## src/rtl/audio_pkg.sv

```systemverilog
package audio_pkg;

    ////////////////////////////////////////
    // sizes
    ////////////////////////////////////////
    localparam int SAMPLE_W   = 24;
    localparam int COEF_W     = 16;           // signed q1.15
    localparam int FRAC_W     = 15;           // fraction bits of coef and gain
    localparam int ACC_W      = 48;           // holds any product sum here
    localparam int NUM_BANDS  = 2;
    localparam int TAPS       = 4;
    localparam int SLOT_BITS  = 32;           // bit clocks per channel slot
    localparam int BAND_W     = $clog2(NUM_BANDS);
    localparam int TAP_W      = $clog2(TAPS);
    localparam int SLOT_W     = $clog2(SLOT_BITS);
    localparam int MAC_STEPS  = 2 * NUM_BANDS * TAPS;
    localparam int STEP_W     = $clog2(MAC_STEPS);
    localparam int SAMPLE_MAX = 2 ** (SAMPLE_W - 1) - 1;
    localparam int SAMPLE_MIN = -(2 ** (SAMPLE_W - 1));

    // cpu register map
    localparam logic [2:0] REG_CTRL     = 3'd0;
    localparam logic [2:0] REG_SELECT   = 3'd1;
    localparam logic [2:0] REG_COEF_LSB = 3'd2;
    localparam logic [2:0] REG_COEF_MSB = 3'd3;
    localparam logic [2:0] REG_GAIN_LSB = 3'd4;
    localparam logic [2:0] REG_GAIN_MSB = 3'd5;
    localparam logic [2:0] REG_STATUS   = 3'd6;

    localparam int CTRL_FIR_BYPASS    = 0;
    localparam int CTRL_EQ_BYPASS     = 1;
    localparam int CTRL_ENABLE        = 2;
    localparam int STAT_COEF_PTR_ZERO = 0;

    ////////////////////////////////////////
    // types
    ////////////////////////////////////////
    typedef logic signed [SAMPLE_W-1:0] sample_t;
    typedef logic signed [COEF_W-1:0]   coef_t;
    typedef logic signed [ACC_W-1:0]    acc_t;
    typedef logic [BAND_W-1:0]          band_idx_t;
    typedef logic [TAP_W-1:0]           tap_idx_t;
    typedef sample_t [NUM_BANDS-1:0]    band_vec_t;   // one channel, all bands

    localparam coef_t GAIN_INIT = 16'sh7FFF;          // just under 1.0

    typedef struct packed {
        sample_t left;
        sample_t right;
    } stereo_t;

    typedef struct packed {
        band_vec_t left;
        band_vec_t right;
    } stereo_bands_t;

    // clamp a wide sum into the pcm range
    function automatic sample_t sat_sample(input acc_t v);
        if (v > acc_t'(SAMPLE_MAX))
            return sample_t'(SAMPLE_MAX);
        else if (v < acc_t'(SAMPLE_MIN))
            return sample_t'(SAMPLE_MIN);
        return sample_t'(v);
    endfunction

endpackage

```

## src/rtl/i2s_tx.sv

```systemverilog
`timescale 1ns/1ps

module i2s_tx (
    input  logic               clk,
    input  logic               arst_n,
    input  logic               enable,
    input  logic               bclk,
    input  logic               lrclk,
    input  logic               pair_valid,
    input  audio_pkg::stereo_t pair,
    output logic               dac_bclk,
    output logic               dac_lrclk,
    output logic               dac_data
);
    import audio_pkg::*;

    logic [1:0]          bclk_sync;
    logic [1:0]          lrclk_sync;
    logic                bclk_fall;
    logic                ws_edge;
    stereo_t             pend;          // newest processed pair
    logic                pend_vld;
    sample_t             right_q;       // right word of the frame on air
    logic [SAMPLE_W-1:0] shreg;

    // dac_bclk drops on this edge, data changes with it
    assign bclk_fall = dac_bclk & ~bclk_sync[1];
    assign ws_edge   = lrclk_sync[1] != dac_lrclk;

    always_ff @(posedge clk) begin
        if (pair_valid)
            pend <= pair;
    end

    ////////////////////////////////////////
    // dac clocks and serializer
    ////////////////////////////////////////
    always_ff @(posedge clk or negedge arst_n) begin
        if (!arst_n) begin
            bclk_sync  <= '0;
            lrclk_sync <= '0;
            dac_bclk   <= 1'b0;
            dac_lrclk  <= 1'b0;
            dac_data   <= 1'b0;
            pend_vld   <= 1'b0;
            right_q    <= '0;
            shreg      <= '0;
        end else begin
            bclk_sync  <= {bclk_sync[0], bclk};
            lrclk_sync <= {lrclk_sync[0], lrclk};
            dac_bclk   <= bclk_sync[1];
            dac_lrclk  <= lrclk_sync[1];
            if (bclk_fall) begin
                if (ws_edge) begin
                    dac_data <= 1'b0;               // pad bit of the old slot
                    if (!lrclk_sync[1]) begin       // new frame, left first
                        shreg    <= (enable && pend_vld) ? pend.left : '0;
                        right_q  <= (enable && pend_vld) ? pend.right : '0;
                        pend_vld <= 1'b0;
                    end else begin
                        shreg <= right_q;
                    end
                end else begin
                    dac_data <= shreg[SAMPLE_W-1];  // msb first, zeros after bit 24
                    shreg    <= shreg << 1;
                end
            end
            if (pair_valid)
                pend_vld <= 1'b1;
        end
    end

endmodule

```

## config.mk

```make
export PLATFORM = sky130hd
export DESIGN_NAME = i2s_tx
export DESIGN_NICKNAME = d
export VERILOG_FILES = /design/src/rtl/audio_pkg.sv /design/src/rtl/i2s_tx.sv
export SDC_FILE = /design/constraint.sdc
export NUM_CORES = 1
export LEC_CHECK = 0
export BUFFER_PORTS_ARGS = -buffer_cell sky130_fd_sc_hd__buf_2
export CORE_ASPECT_RATIO = 0.7
export CORE_MARGIN = 2
export CORE_UTILIZATION = 45
export DETAILED_ROUTE_END_ITERATION = 10
export GPL_ROUTABILITY_DRIVEN = 0
export PLACE_DENSITY_LB_ADDON = 0.1
export SYNTH_ARGS = -nofsm -noshare
export SYNTH_HDL_FRONTEND = slang
export SYNTH_SLANG_ARGS = --single-unit
```

## constraint.sdc

```tcl
create_clock -name clk -period 1.7 [get_ports clk]
set_input_delay 0.34 -clock clk [delete_from_list [all_inputs] [get_ports clk]]
set_output_delay 0.34 -clock clk [all_outputs]
set_load 0.01 [all_outputs]
```

==> metrics.cfg <==
[synthesis]
yosysUniqueCellTypes = 29
synth_top_cells_by_count = sky130_fd_sc_hd__dfrtp_1, sky130_fd_sc_hd__edfxtp_1, sky130_fd_sc_hd__a22o_1
postSynthRegisterBits = 104
yosys-top-cells-area = sky130_fd_sc_hd__edfxtp_1, sky130_fd_sc_hd__dfrtp_1, sky130_fd_sc_hd__a22o_1, sky130_fd_sc_hd__a222oi_1, sky130_fd_sc_hd__mux2_2
synth.most_common_cell = sky130_fd_sc_hd__dfrtp_1
syn-instance-count = 261
post-synth-top-area-fraction = 0.3620
syn_area_per_cell_um2 = 15.25
synth.cell_area_um2 = 3981
netlist.top_cell.by_area = sky130_fd_sc_hd__edfxtp_1
postSynth.asyncResetShare = 0.5385
synth_fp_nets = 315
yosys_warnings = 0
synth_enable_flop_cells = 48
synth-main-ff-cell = sky130_fd_sc_hd__dfrtp_1
sequential_area_share_after_synthesis = 0.7140

[grt]
global_route.overflow_total = 0
met2_usage = 0.2686
vias_in_the_first_global_route = 2466
antenna_found_initial = 0
met3_usage = 0.06131
global_route.usage.met1 = 0.2529
pin_count_of_the_biggest_net_entering_global_routing = 57
grt.total_usage = 0.1804
grt_pass1_wl_mm = 12.61
grt_busiest_layer = met2

[cts]
post_cts.repair.setup_buffers = 0
tritoncts_clock_tree = built
cts-buffers-inserted = 9
ctsRootBufferMaster = sky130_fd_sc_hd__clkbuf_16
clock_insertion_delay_worst_skew_ns = 0.34
clk_pin_slew_ns = 0.07
clock-sinks = 104
clock_tree.buffer_depth = 2
cts.htree.levels = 3

[detailed_routing]
detailedRoute.firstPassIterationCount = 7
drt_first_iter_violations = 205
drt_wl_total_mm = 7.661
detail_route.wl_per_cell_um = 16.95
remaining_drc_errors = 0
routed_via_density = 5.352
antenna_viol_nets_final = 0
vias = 2419

[place]
port_buffers = 56
dp_worst_setup_slack_ns = 0.2104
dp_hpwl_mm = 5.000

[critical_path]
regToRegSetupSlack_ns = 0.21
cp_data_arrival_time_ns = 1.71
cp_class = register to register
worst-path-max-fanout = 14
reg2reg_from = dac_lrclk$_DFF_PN0_
end_kind = register
startpoint_type = register
crit_required_ns = 1.92
reg2reg_to = shreg[22]$_DFFE_PN0N_
reg2reg_depth = 4

[finish]
layout.nets = 381
areaGrowthSynthToFinish_pct = 20.77
insertedDiodeCount = 0
postLayoutCoreUtil = 0.5648
drive_above_1_share = 0.3283

[timing]
worst_slew_pin_slew_ns = 0.3485
unrepaired_setup_endpoints_after_global_routing = no
layout_worst_path_cycle_share = 0.8765
report.final.slew_viol_count = 0
timing.clock.skew_ns = 0.006239
final.setup.tns_ns = 0
period_needed_ns = 1.490
postLayoutSetupSlackWorst_ns = 0.2100
max_clock_freq_mhz = 671.2
final_hold_viol_count = 0
number_of_setup_violations_in_the_final_report = 0
slew_headroom = 0.7677

[run]
drv.max_cap_violation_count = 0

[pwr]
total_leakage_power_nw = 2.010
cellPowerDensity_nw_per_um2 = 1228
tot_pwr_mw = 5.904
vdd_drop_max_mv = 0.6136

[min_path]
worst_hold_startpoint = lrclk
worst_hold_path.num_cells = 1
worstHoldEndpoint = lrclk_sync[0]$_DFF_PN0_
hp-class = input port to register

[run_status]
outcome = finished clean

[floorplan]
floorplan.die.height_um = 82.70
dieArea_um2 = 9628
design.core.area_um2 = 8513
fp-row-count = 28
ioPinCount = 57
start_util = 0.4677
floorplan_die_width_um = 116.4

[where the power goes]
group	switching, mW	internal [mW]	leakage [nW]
clock network	0.872	1.34	0.153
logic	0.260	0.334	0.699
registers	0.167	2.93	1.16
total	1.30	4.61	2.01
[worst max path at each step]
| stage | slack (ns) | end | start |
|---|---|---|---|
| floorplan | 0.24 | shreg[19]$_DFFE_PN0N_ | dac_lrclk$_DFF_PN0_ |
| global placement | 0.25 | shreg[13]$_DFFE_PN0N_ | dac_lrclk$_DFF_PN0_ |
| detailed placement | 0.21 | shreg[22]$_DFFE_PN0N_ | dac_lrclk$_DFF_PN0_ |
| CTS | 0.20 | shreg[22]$_DFFE_PN0N_ | dac_lrclk$_DFF_PN0_ |
| global route | 0.05 | shreg[22]$_DFFE_PN0N_ | dac_lrclk$_DFF_PN0_ |
| finish | 0.21 | shreg[22]$_DFFE_PN0N_ | dac_lrclk$_DFF_PN0_ |
[worst max-delay path, cell delays in order, from the launching register on]
cell,delay (ns)
sky130_fd_sc_hd__dfrtp_1,0.38
sky130_fd_sc_hd__buf_4,0.26
sky130_fd_sc_hd__mux2_1,0.35
sky130_fd_sc_hd__a222oi_1,0.28
sky130_fd_sc_hd__a21oi_1,0.11
[layer usage]
layer | wire, um | up-vias | part of all wire
met4 | 72 | 0 | 0.0094
met2 | 3346 | 66 | 0.44
li1 | - | 1157 | -
met5 | 0 | - | 0
met3 | 406 | 7 | 0.053
met1 | 3835 | 1189 | 0.50
[final cells by class]
| type | instances | area [um2] |
|---|---|---|
| well taps | 120 | 150.1 |
| fillers | 689 | 3705 |
| multi-input cells | 137 | 1042 |
| flip-flops and latches | 104 | 2843 |
| clock inverters | 4 | 76.32 |
| clock buffers | 12 | 246.5 |
| repair buffers | 75 | 450.4 |
[placed cells by master, fill, tap and decap left out, drive strengths merged, types with 2 or more instances in the layout]
cell type | netlist | routed
a21oi | 20 | 20
a222oi | 20 | 20
a22o | 24 | 24
a31oi | 3 | 3
buf | 12 | 74
bufinv | 0 | 2
clkbuf | 8 | 12
dfrtp | 56 | 56
edfxtp | 48 | 48
mux2 | 20 | 20
mux2i | 3 | 3
nand2 | 7 | 7
nand2b | 3 | 3
nor2 | 22 | 22
o21ai | 2 | 2
o2bb2ai | 3 | 3
o31ai | 3 | 3
[flip-flops by register name, indices dropped and copies added, names as in the netlist]
signal,count
shreg,24
bclk_sync,2
pend,48
dac_lrclk,1
dac_data,1
lrclk_sync,2
pend_vld,1
right_q,24
dac_bclk,1
[per-stage QoR]
stage	instances	hold slack, ns	area, um2
after floorplan	261	0.04441	3981
after global placement	435	0.3345	4476
after detailed placement	435	0.3581	4476
after CTS	452	0.09280	4808
after global routing	452	0.09059	4808
final	452	0.1025	4808
[logic make-up after synthesis]
logic type	synth area share
flip-flops	0.7140
AND/OR/NAND/NOR	0.04243
buffers and inverters	0.02483
AO/OA/AOI/OAI	0.1518
multiplexers	0.06694
[timing repair]
action | 4_1_cts | 5_1_grt
hold buffers | 1 | 0
gates resized for setup | 0 | 0
setup endpoints to repair | 0 | 0
endpoints found under the hold margin | 3 | 0
No activity file was read; power rests on OpenSTA's default activity.
