`config.mk`:
```
export PLATFORM = sky130hd
export DESIGN_NAME = wb_audio_regs
export DESIGN_NICKNAME = d
export VERILOG_FILES = /design/src/rtl/audio_pkg.sv /design/src/rtl/wb_audio_regs.sv
export SDC_FILE = /design/constraint.sdc
export NUM_CORES = 1
export LEC_CHECK = 0
export ABC_AREA = 1
export BUFFER_PORTS_ARGS = -buffer_cell sky130_fd_sc_hd__buf_2
export CAP_MARGIN = 20
export CORE_ASPECT_RATIO = 0.8
export CORE_MARGIN = 1.5
export CORE_UTILIZATION = 50
export CTS_BUF_LIST = sky130_fd_sc_hd__clkbuf_16
export DETAILED_ROUTE_END_ITERATION = 6
export GPL_TIMING_DRIVEN = 1
export PLACE_DENSITY = 0.8
export SETUP_SLACK_MARGIN = 0.5
export SYNTH_ARGS = -nofsm -noshare
export SYNTH_HDL_FRONTEND = slang
export SYNTH_SLANG_ARGS = --single-unit
```
`constraint.sdc`:
```
create_clock -name clk -period 1.6 [get_ports clk]
set_input_delay 0.32 -clock clk [delete_from_list [all_inputs] [get_ports clk]]
set_output_delay 0.32 -clock clk [all_outputs]
set_load 0.1 [all_outputs]
```
`src/rtl/audio_pkg.sv`:
```
package audio_pkg;

    ////////////////////////////////////////
    // sizes
    ////////////////////////////////////////
    localparam int SAMPLE_W   = 24;
    localparam int COEF_W     = 16;           // signed q1.15
    localparam int FRAC_W     = 15;           // fraction bits of coef and gain
    localparam int ACC_W      = 48;           // holds any product sum here
    localparam int NUM_BANDS  = 2;
    localparam int TAPS       = 4;
    localparam int SLOT_BITS  = 32;           // bit clocks per channel slot
    localparam int BAND_W     = $clog2(NUM_BANDS);
    localparam int TAP_W      = $clog2(TAPS);
    localparam int SLOT_W     = $clog2(SLOT_BITS);
    localparam int MAC_STEPS  = 2 * NUM_BANDS * TAPS;
    localparam int STEP_W     = $clog2(MAC_STEPS);
    localparam int SAMPLE_MAX = 2 ** (SAMPLE_W - 1) - 1;
    localparam int SAMPLE_MIN = -(2 ** (SAMPLE_W - 1));

    // cpu register map
    localparam logic [2:0] REG_CTRL     = 3'd0;
    localparam logic [2:0] REG_SELECT   = 3'd1;
    localparam logic [2:0] REG_COEF_LSB = 3'd2;
    localparam logic [2:0] REG_COEF_MSB = 3'd3;
    localparam logic [2:0] REG_GAIN_LSB = 3'd4;
    localparam logic [2:0] REG_GAIN_MSB = 3'd5;
    localparam logic [2:0] REG_STATUS   = 3'd6;

    localparam int CTRL_FIR_BYPASS    = 0;
    localparam int CTRL_EQ_BYPASS     = 1;
    localparam int CTRL_ENABLE        = 2;
    localparam int STAT_COEF_PTR_ZERO = 0;

    ////////////////////////////////////////
    // types
    ////////////////////////////////////////
    typedef logic signed [SAMPLE_W-1:0] sample_t;
    typedef logic signed [COEF_W-1:0]   coef_t;
    typedef logic signed [ACC_W-1:0]    acc_t;
    typedef logic [BAND_W-1:0]          band_idx_t;
    typedef logic [TAP_W-1:0]           tap_idx_t;
    typedef sample_t [NUM_BANDS-1:0]    band_vec_t;   // one channel, all bands

    localparam coef_t GAIN_INIT = 16'sh7FFF;          // just under 1.0

    typedef struct packed {
        sample_t left;
        sample_t right;
    } stereo_t;

    typedef struct packed {
        band_vec_t left;
        band_vec_t right;
    } stereo_bands_t;

    // clamp a wide sum into the pcm range
    function automatic sample_t sat_sample(input acc_t v);
        if (v > acc_t'(SAMPLE_MAX))
            return sample_t'(SAMPLE_MAX);
        else if (v < acc_t'(SAMPLE_MIN))
            return sample_t'(SAMPLE_MIN);
        return sample_t'(v);
    endfunction

endpackage

```
`src/rtl/wb_audio_regs.sv`:
```
`timescale 1ns/1ps

module wb_audio_regs (
    input  logic                 clk,
    input  logic                 arst_n,
    input  logic                 wb_cyc,
    input  logic                 wb_stb,
    input  logic                 wb_we,
    input  logic [2:0]           wb_adr,
    input  logic [7:0]           wb_dat_i,
    output logic [7:0]           wb_dat_o,
    output logic                 wb_ack,
    output logic                 fir_bypass,
    output logic                 eq_bypass,
    output logic                 enable,
    output audio_pkg::band_idx_t band_sel,
    output logic                 coef_we,
    output audio_pkg::tap_idx_t  coef_tap,
    output audio_pkg::coef_t     coef_data,
    output logic                 gain_we,
    output audio_pkg::coef_t     gain_data
);
    import audio_pkg::*;

    logic [7:0] ctrl;
    logic [7:0] select;
    logic [7:0] coef_lsb;
    logic [7:0] coef_msb;
    logic [7:0] gain_lsb;
    logic [7:0] gain_msb;
    tap_idx_t   coef_ptr;       // next tap to be written
    logic       wr_req;

    assign wr_req = wb_cyc & wb_stb & wb_we & ~wb_ack;   // once per cycle

    always_ff @(posedge clk or negedge arst_n) begin
        if (!arst_n) begin
            wb_ack   <= 1'b0;
            ctrl     <= '0;
            select   <= '0;
            coef_lsb <= '0;
            coef_msb <= '0;
            gain_lsb <= '0;
            gain_msb <= '0;
            coef_ptr <= '0;
            coef_tap <= '0;
            coef_we  <= 1'b0;
            gain_we  <= 1'b0;
        end else begin
            wb_ack  <= wb_cyc & wb_stb & ~wb_ack;   // single beat, no waits
            coef_we <= 1'b0;
            gain_we <= 1'b0;
            if (wr_req) begin
                case (wb_adr)
                    REG_CTRL:     ctrl <= wb_dat_i;
                    REG_SELECT: begin
                        select   <= wb_dat_i;
                        coef_ptr <= '0;             // restart tap walk
                    end
                    REG_COEF_LSB: coef_lsb <= wb_dat_i;
                    REG_COEF_MSB: begin
                        coef_msb <= wb_dat_i;
                        coef_we  <= 1'b1;
                        coef_tap <= coef_ptr;
                        coef_ptr <= (coef_ptr == tap_idx_t'(TAPS - 1)) ? '0 : coef_ptr + 1'b1;
                    end
                    REG_GAIN_LSB: gain_lsb <= wb_dat_i;
                    REG_GAIN_MSB: begin
                        gain_msb <= wb_dat_i;
                        gain_we  <= 1'b1;
                    end
                    default: ;                      // status is read only
                endcase
            end
        end
    end

    // read mux, master holds adr through ack
    always_comb begin
        case (wb_adr)
            REG_CTRL:     wb_dat_o = ctrl;
            REG_SELECT:   wb_dat_o = select;
            REG_COEF_LSB: wb_dat_o = coef_lsb;
            REG_COEF_MSB: wb_dat_o = coef_msb;
            REG_GAIN_LSB: wb_dat_o = gain_lsb;
            REG_GAIN_MSB: wb_dat_o = gain_msb;
            REG_STATUS: begin
                wb_dat_o = 8'h00;
                wb_dat_o[STAT_COEF_PTR_ZERO] = (coef_ptr == '0);
            end
            default:      wb_dat_o = 8'h00;
        endcase
    end

    assign enable     = ctrl[CTRL_ENABLE];
    assign fir_bypass = ctrl[CTRL_FIR_BYPASS];
    // fir bypass skips the gains as well so band 0 reaches the dac exactly
    assign eq_bypass  = ctrl[CTRL_EQ_BYPASS] | ctrl[CTRL_FIR_BYPASS];
    assign band_sel   = select[BAND_W-1:0];
    assign coef_data  = {coef_msb, coef_lsb};
    assign gain_data  = {gain_msb, gain_lsb};

endmodule

```
==> results of run 1 <==
-- metrics by stage --
stage	util [%]	setup WS, ns	instances	hold WS [ns]	cell area [um2]
detailed placement	69.19	-0.1169	493	0.3380	3505
global placement	69.19	-0.1109	493	0.3366	3505
floorplan	-	0.07958	356	0.02441	2861
-- kinds of logic after synthesis --
kind of cell,Yosys count
and+or+nand+nor,264
DFF,55
buffers and inverters,31
AOI/OAI and AO/OA,4
adders and majority gates,2
-- cells in the mapped netlist --
library cell,instances
ha_1,2
a21oi_1,1
clkinv_2,1
nand2_2,3
buf_2,7
dfrtp_1,55
nand4_1,18
buf_4,1
inv_2,8
clkbuf_1,2
nor3_2,1
nor2_4,1
nor2_2,3
nor2_1,18
or2_2,1
nand3_1,23
inv_1,12
o21ai_1,3
nand2_1,196
==> out/qor.yml, run 1 <==
yosys:
  synthAdderAreaFrac_pct: 0.9452
  synth-compound-area-share_pct: 0.7561
  synthSimpleGateAreaFrac_pct: 41.40
  synthTopCellsByArea: "dfrtp_1 52%, nand2_1 28%, nand3_1 4.3%, nand4_1 4.3%, nor2_1 2.6%"
  synth.distinct_cells: 19
  yosysSeqAreaShare_pct: 51.98
  netlist_area_um2: 2648
  synth_seq_cells: 55
  synth_xor_area_share_pct: 0
  synth_top_area_share_pct: 51.98
  yosysTopAreaCell: "dfrtp_1"
  yosysWarnings: 0
  syn_area_per_cell_um2: 7.437
  synth_cells: 356
  syn_nets: 374
  muxShareOfSynthArea_pct: 0
  synth_top_family_by_area: "simple AND/OR/NAND/NOR gates"
placement:
  dpl.hpwl_um: 5756
  gp_congestion: 0.9769
  io_buffers: 64
floorplan:
  die_w_um: 84.36
  start_util_pct: 52.27
  num_rows: 23
  io_pins: 65
  fp.dieH_um: 68.09
cts:
  clock_sinks: 55
  clockBufferDepth: 2
  clockRootBuffer: "clkbuf_16"
  holdBufCountCts: 0
  cts-resized-gates: 283
  cts_max_level: 2
  cts_post_setup_buffers_inserted: 29
  cts_buffers: 5
run_status:
  failing_step: "4_1_cts"
  status: "did not finish"
  tool.error: "[ERROR DPL-0033] detailed placement checks failed during check placement."
==> run 2: changes to the inputs <==
- CORE_ASPECT_RATIO: 0.8 -> not set
- CORE_UTILIZATION: 50 -> 35
- CTS_BUF_LIST: sky130_fd_sc_hd__clkbuf_16 -> not set
- PLACE_DENSITY: 0.8 -> not set
- PLACE_DENSITY_LB_ADDON: not set -> 0.15
- SETUP_SLACK_MARGIN: 0.5 -> not set
==> run 2 against run 1 <==
Compared with the run above: the flow now finishes, with violations (hold timing, setup timing); synthesized area unchanged; synthesized cell count unchanged.
==> out/qor.yml, run 2 <==
run_status:
  status: "finished, violations left"
  violations: "hold timing, setup timing"
finish:
  final.fill_count: 717
  post-route-util_pct: 54.51
  syn_to_final_growth_pct: 50.14
  fin_area_um2: 3975
  diodes: 0
  drive_gt1_share_pct: 46.75
  final_common_cell: "nand2_1"
  final_cell_mix: "172 x nand2_1, 52 x buf_2, 36 x dfrtp_2, 34 x buf_4, 22 x nand3_1"
  fin_nets: 479
  ff_latch_area_um2: 1421
  multi_input_area_um2: 1339
setup_path:
  arrival_ns: 1.39
  path_class: "register to output pin"
  setup.worst_path.end_class: "output pin"
  path_max_fanout: 2
  crit_chain: "inv_2 -> ha_4 -> nand4_1 -> nand2_1 -> nor2_2 -> nand2_4 -> buf_12"
  max_stage_delay_ns: 0.39
  crit_path_start_kind: "register"
  r2r_cells: 6
  path_buf_inv: 2
  cpMaxStageDelayCell: "dfrtp_1"
  crit_cells: 7
  worstPathRequired_ns: 1.28
  cp_top_family: "flip-flops"
detailed_routing:
  first_pass_iters: 4
  drc: 0
  avgRoutedWirePerCell_um: 14.43
  dr_total_vias: 2660
  routed_wl_um: 8093
  drtIter0Drc: 267
  viasPerCell: 4.742
  postRouteAntennaNets: 0
yosys:
  syn_nets: 374  # unchanged
  synth_xor_area_share_pct: 0  # unchanged
  yosysMostFrequentCell: "nand2_1"
  synth_edf_count: 0  # unchanged
  synth_seq_cells: 55  # unchanged
  synth_cells: 356  # unchanged
  synth_top_family_by_area: "simple AND/OR/NAND/NOR gates"
  synthArstFlopShare_pct: 100.0  # unchanged
  synthTopCellsByArea: "dfrtp_1 52%, nand2_1 28%, nand3_1 4.3%, nand4_1 4.3%, nor2_1 2.6%"
  synthAdderAreaFrac_pct: 0.9452  # unchanged
  synth_top_area_share_pct: 51.98  # unchanged
  synth-compound-area-share_pct: 0.7561  # unchanged
  syn_area_per_cell_um2: 7.437  # unchanged
  yosysWarnings: 0  # unchanged
  synthSimpleGateAreaFrac_pct: 41.40  # unchanged
  netlist_area_um2: 2648  # unchanged
  yosysSeqAreaShare_pct: 51.98  # unchanged
  yosysTopAreaCell: "dfrtp_1"
  synth_ff_type: "dfrtp_1"
  netlist_top_cells_count: "196 x nand2_1, 55 x dfrtp_1, 23 x nand3_1"
  muxShareOfSynthArea_pct: 0  # unchanged
  synth.distinct_cells: 19  # unchanged
power:
  p_per_area_nw_per_um2: 1357
  ir_drop_mv: 0.7201
  power.leakage_nw: 2.164
  power.total_mw: 5.393
sta:
  rsz0062_at_grt: "true"
  fin_skew_ns: 0.009718
  slew_headroom_pct: 67.67
  max_freq_mhz: 585.3
  fin_crit_sh_pct: 106.8
  holdWs_ns: -0.006943
  finalCriticalPeriod_ns: 1.709
  setup_slack_ns: -0.1086
  worst_pin_slew_ns: 0.4883
  slew_violations: 0
  hold_viol_final: 11
  setup_viol: 6
floorplan:
  core_area_um2: 7292
  fp.dieH_um: 89.98  # +32%
  dieArea_um2: 8096
  num_rows: 31  # +35%
  start_util_pct: 36.31  # -16 points
  die_w_um: 89.98  # +6.7%
  io_pins: 65  # unchanged
global_route:
  grt_max_degree: 56
  grt_usage_pct: 20.59
  grt_pass1_wl_um: 12870
  antenna_found_initial: 0
  grt_pass1_vias: 2382
  grt_overflow: 0
cts:
  cts_max_level: 2  # unchanged
  clock_sinks: 55  # unchanged
  clockRootBuffer: "clkbuf_8"
  clk_pin_slew_ns: 0.09
  cts_tree: "done"
  holdBufCountCts: 0  # unchanged
  cts_buffers: 5  # unchanged
  clockBufferDepth: 2  # unchanged
  clkLatencyLatePin_ns: 0.31
hold_path:
  min_path_type: "input pin to asynchronous set/reset pin"
placement:
  io_buffers: 64  # unchanged
  place_area_um2: 3520  # +0.43%
  gp_congestion: 0.8361  # -14%
  dpl.hpwl_um: 5633  # -2.1%
job:
  drv_cap: 0
==> run 2: cell counts after synthesis <==
Identical to the previous run, type by type.
==> run 2: worst paths after layout <==
kind	slack, ns	end	startpoint
max	-0.11	wb_dat_o[0]	coef_ptr[1]
min	-0.007	coef_msb[1]	arst_n
max reg2reg	0.12	coef_lsb[1]	wb_ack
min reg2reg	0.47	wb_ack	wb_ack
max in group asynchronous	1.33	coef_msb[7]	arst_n
min in group clk	0.23	wb_ack	wb_stb
==> run 2: metrics by stage <==
step / cells / setup TNS, ns / setup WS, ns / hold WS, ns
finish: 561 / -0.3905 / -0.1086 / -0.006943
global route: 561 / -0.9345 / -0.1861 / 0.009881
CTS: 559 / -0.1519 / -0.1012 / 0.005675
detailed placement: 536 / -0.7262 / -0.1145 / 0.3460
global placement: 536 / -0.7007 / -0.1214 / 0.3429
floorplan: 356 / 0 / 0.02595 / 0.02441
==> run 2: area by class of cell <==
class | count | area share (%)
multi-input combinational | 270 | 33.68
clock buffer | 6 | 1.826
inverter | 21 | 2.172
tap | 99 | 3.116
timing repair buffer | 108 | 21.94
sequential | 55 | 35.76
clock inverter | 2 | 1.511
==> run 2: repair_timing <==
action | 4_1_cts | 5_1_grt
buffers inserted | 15 | 2
endpoints found under the setup margin | 9 | 9
pin swaps | 16 | 4
resized for setup | 52 | 13
==> run 2: power by group <==
group | internal, mW | leakage [nW] | switching [mW] | total [mW]
logic | 0.550 | 1.42 | 1.94 | 2.49
registers | 1.64 | 0.675 | 0.176 | 1.81
clock network | 0.626 | 0.0654 | 0.467 | 1.09
total | 2.81 | 2.16 | 2.58 | 5.39
==> run 2: logic make-up (layout without fill, tap and decap cells) <==
group           count (synthesis)  after routing
buf+inv                        31            137
flops                          55             55
simple gates                  264            264
fa+ha+maj                       2              2
compound gates                  4              4
==> run 2: layer usage <==
| layer | GRT usage [%] | wire, um | share of wire, % | vias up |
|---|---|---|---|---|
| li1 | - | - | - | 1331 |
| met5 | 0 | 0 | 0 | - |
| met4 | 5.556 | 115 | 1.4 | 0 |
| met2 | 32.63 | 3833 | 47 | 69 |
| met1 | 29.54 | 3746 | 46 | 1252 |
| met3 | 2.961 | 397 | 4.9 | 8 |
(Power assumes the default switching activity.)
==> run 3: changes to the inputs <==
- clock period: 1.6 -> 2.2 ns (I/O delays scaled with it)
==> run 3 against run 2 <==
Compared with the run above: the flow now finishes without violations; sequential power fell by 27%; non-clock buffer count shrank 32; sequential share of layout area rose by 5.6 points; core utilization shrank 7.6 points; total power decreased by 34%; global-route usage decreased by 0.51 points; die area unchanged; critical path depth rose by 2; cell area fell by 14%; setup slack better by 0.28 ns.
==> out/qor.yml, run 3 (synthesized netlist as in run 2, its figures left out) <==
detailed_routing:
  avgRoutedWirePerCell_um: 14.84  # +2.9%
  drc: 0  # unchanged
  postRouteAntennaNets: 0  # unchanged
  routed_wl_um: 7852  # -3.0%
  drtIter0Drc: 198  # -26%
  viasPerCell: 4.832  # +1.9%
  dr_total_vias: 2556  # -3.9%
  first_pass_iters: 6  # +2
finish:
  final_cell_mix: "188 x nand2_1, 56 x buf_2, 29 x dfrtp_2, 26 x dfrtp_1, 23 x nand3_1"
  final_common_cell: "nand2_1"
  drive_gt1_share_pct: 32.09  # -15 points
  diodes: 0  # unchanged
  fin_nets: 447  # -6.7%
  syn_to_final_growth_pct: 29.11
  fin_cells: 529  # -5.7%
floorplan:
  core_area_um2: 7292  # unchanged
  die_w_um: 89.98  # unchanged
  num_rows: 31  # unchanged
  dieArea_um2: 8096  # unchanged
  start_util_pct: 36.31  # unchanged
  fp.dieH_um: 89.98  # unchanged
  io_pins: 65  # unchanged
global_route:
  grt_usage_pct: 20.07  # -0.51 points
  grt_overflow: 0  # unchanged
  grt_pass1_vias: 2353  # -1.2%
  antenna_found_initial: 0  # unchanged
  grt_max_degree: 35  # -38%
  grt_pass1_wl_um: 12630  # -1.8%
cts:
  clock_sinks: 55  # unchanged
  cts_max_level: 2  # unchanged
  cts_buffers: 5  # unchanged
  clockRootBuffer: "clkbuf_8"
  cts_post_setup_buffers_inserted: 0  # -15
  clk_pin_slew_ns: 0.10  # about the same
  cts-resized-gates: 0  # -100%
  clkLatencyLatePin_ns: 0.31  # about the same
  cts_tree: "done"
  holdBufCountCts: 0  # unchanged
  clockBufferDepth: 2  # unchanged
placement:
  dpl.hpwl_um: 5892  # +4.6%
  dp_cells: 521  # -2.8%
  io_buffers: 64  # unchanged
  gp_congestion: 0.8927  # +6.8%
setup_path:
  crit_chain: "buf_2 -> inv_2 -> nand3_1 -> inv_2 -> nand2_1 -> nand2_1 -> inv_1 -> nand2_2 -> buf_12"
  path_max_fanout: 22  # +20
  path_class: "input pin to output pin"
  setup.worst_path.end_class: "output pin"
  path_buf_inv: 5  # +3
  crit_path_start_kind: "input pin"
  cp_top_family: "buffers and inverters"
  arrival_ns: 1.58  # +0.19 ns
  worstPathRequired_ns: 1.76  # +0.48 ns
  cpMaxStageDelayCell: "inv_2"
  max_stage_delay_ns: 0.28  # -0.11 ns
sta:
  hold_viol_final: 0  # -11
  worst_pin_slew_ns: 0.5225  # +0.03416 ns
  max_freq_mhz: 493.9
  tns_ns: 0  # +0.3905 ns
  fin_skew_ns: 0.01099  # +0.001270 ns
  slew_headroom_pct: 65.17  # -2.5 points
  slew_violations: 0  # unchanged
  setup_viol: 0  # -6
  finalCriticalPeriod_ns: 2.025
  fin_crit_sh_pct: 92.03
  rsz0062_at_grt: "false"
power:
  power.leakage_nw: 1.910  # -12%
  ir_drop_mv: 0.4900  # -32%
  p_per_area_nw_per_um2: 1035  # -24%
run_status:
  status: "finished, final reports clean"
job:
  drv_cap: 0  # unchanged
hold_path:
  min_path_type: "input pin to asynchronous set/reset pin"
-- run 3: cell count changes in the layout (fill, tap and decap cells not counted), sizes merged --
cell / before / now
buf: 107 / 76
bufinv: 2 / 0
clkbuf: 7 / 6
clkinv: 1 / 2
inv: 19 / 20
-- run 3: worst reg2reg max path: stages (launching register included) --
cell and delay (ns):
dfrtp_1 0.41, nor2_2 0.19, buf_4 0.20, nand3_1 0.26, nand2_1 0.14, nand2_1 0.05
-- run 3: per-stage QoR --
| stage | setup slack [ns] | cell area, um2 | power (mW) | hold WS [ns] | utilization, % |
|---|---|---|---|---|---|
| 3_5_place_dp | 0.1781 | 3333 | 3.007 | 0.4481 | 45.71 |
| 4_1_cts | 0.1708 | 3418 | 3.564 | 0.1062 | 46.88 |
| 3_3_place_gp | 0.1598 | 3333 | 2.996 | 0.4454 | 45.71 |
| 6_report | 0.1753 | 3418 | 3.538 | 0.09514 | 46.88 |
| 2_1_floorplan | 0.1595 | 2704 | 2.598 | 0.1444 | - |
| 5_1_grt | 0.04426 | 3418 | 3.681 | 0.1150 | 46.88 |
-- run 3: per-layer routing --
| layer | track usage, % | vias up | wire [um] |
|---|---|---|---|
| met5 | 0 | - | 0 |
| met4 | 4.762 | 0 | 84 |
| met3 | 4.315 | 8 | 500 |
| met2 | 32.12 | 90 | 3634 |
| met1 | 27.90 | 1200 | 3633 |
| li1 | - | 1258 | - |
-- run 3: report_power, final --
| group | switching, mW | total [mW] | internal (mW) |
|---|---|---|---|
| Sequential | 0.143 | 1.33 | 1.19 |
| Combinational | 1.35 | 1.65 | 0.299 |
| Clock | 0.334 | 0.558 | 0.224 |
-- run 3: final timing paths --
kind                                start  slack, ns  cells after the start          end
min in group clk                   wb_stb       0.35                      3       wb_ack
max in group asynchronous          arst_n       1.53                      2  gain_lsb[3]
worst max-delay path            wb_adr[2]       0.18                      9  wb_dat_o[7]
worst min register to register    ctrl[5]       0.48                      2      ctrl[5]
worst min-delay path               arst_n        0.1                      1  coef_lsb[3]
worst max register to register     wb_ack       0.84                      5      ctrl[0]
-- run 3: area by class of cell --
type / instances / area [um2]
fillers: 784 / 3874
flip-flops and latches: 55 / 1413
well taps: 99 / 123.9
clock buffers: 6 / 72.57
multi-input cells: 270 / 1161
inverters: 21 / 80.08
clock inverters: 2 / 12.51
repair buffers: 76 / 555.5
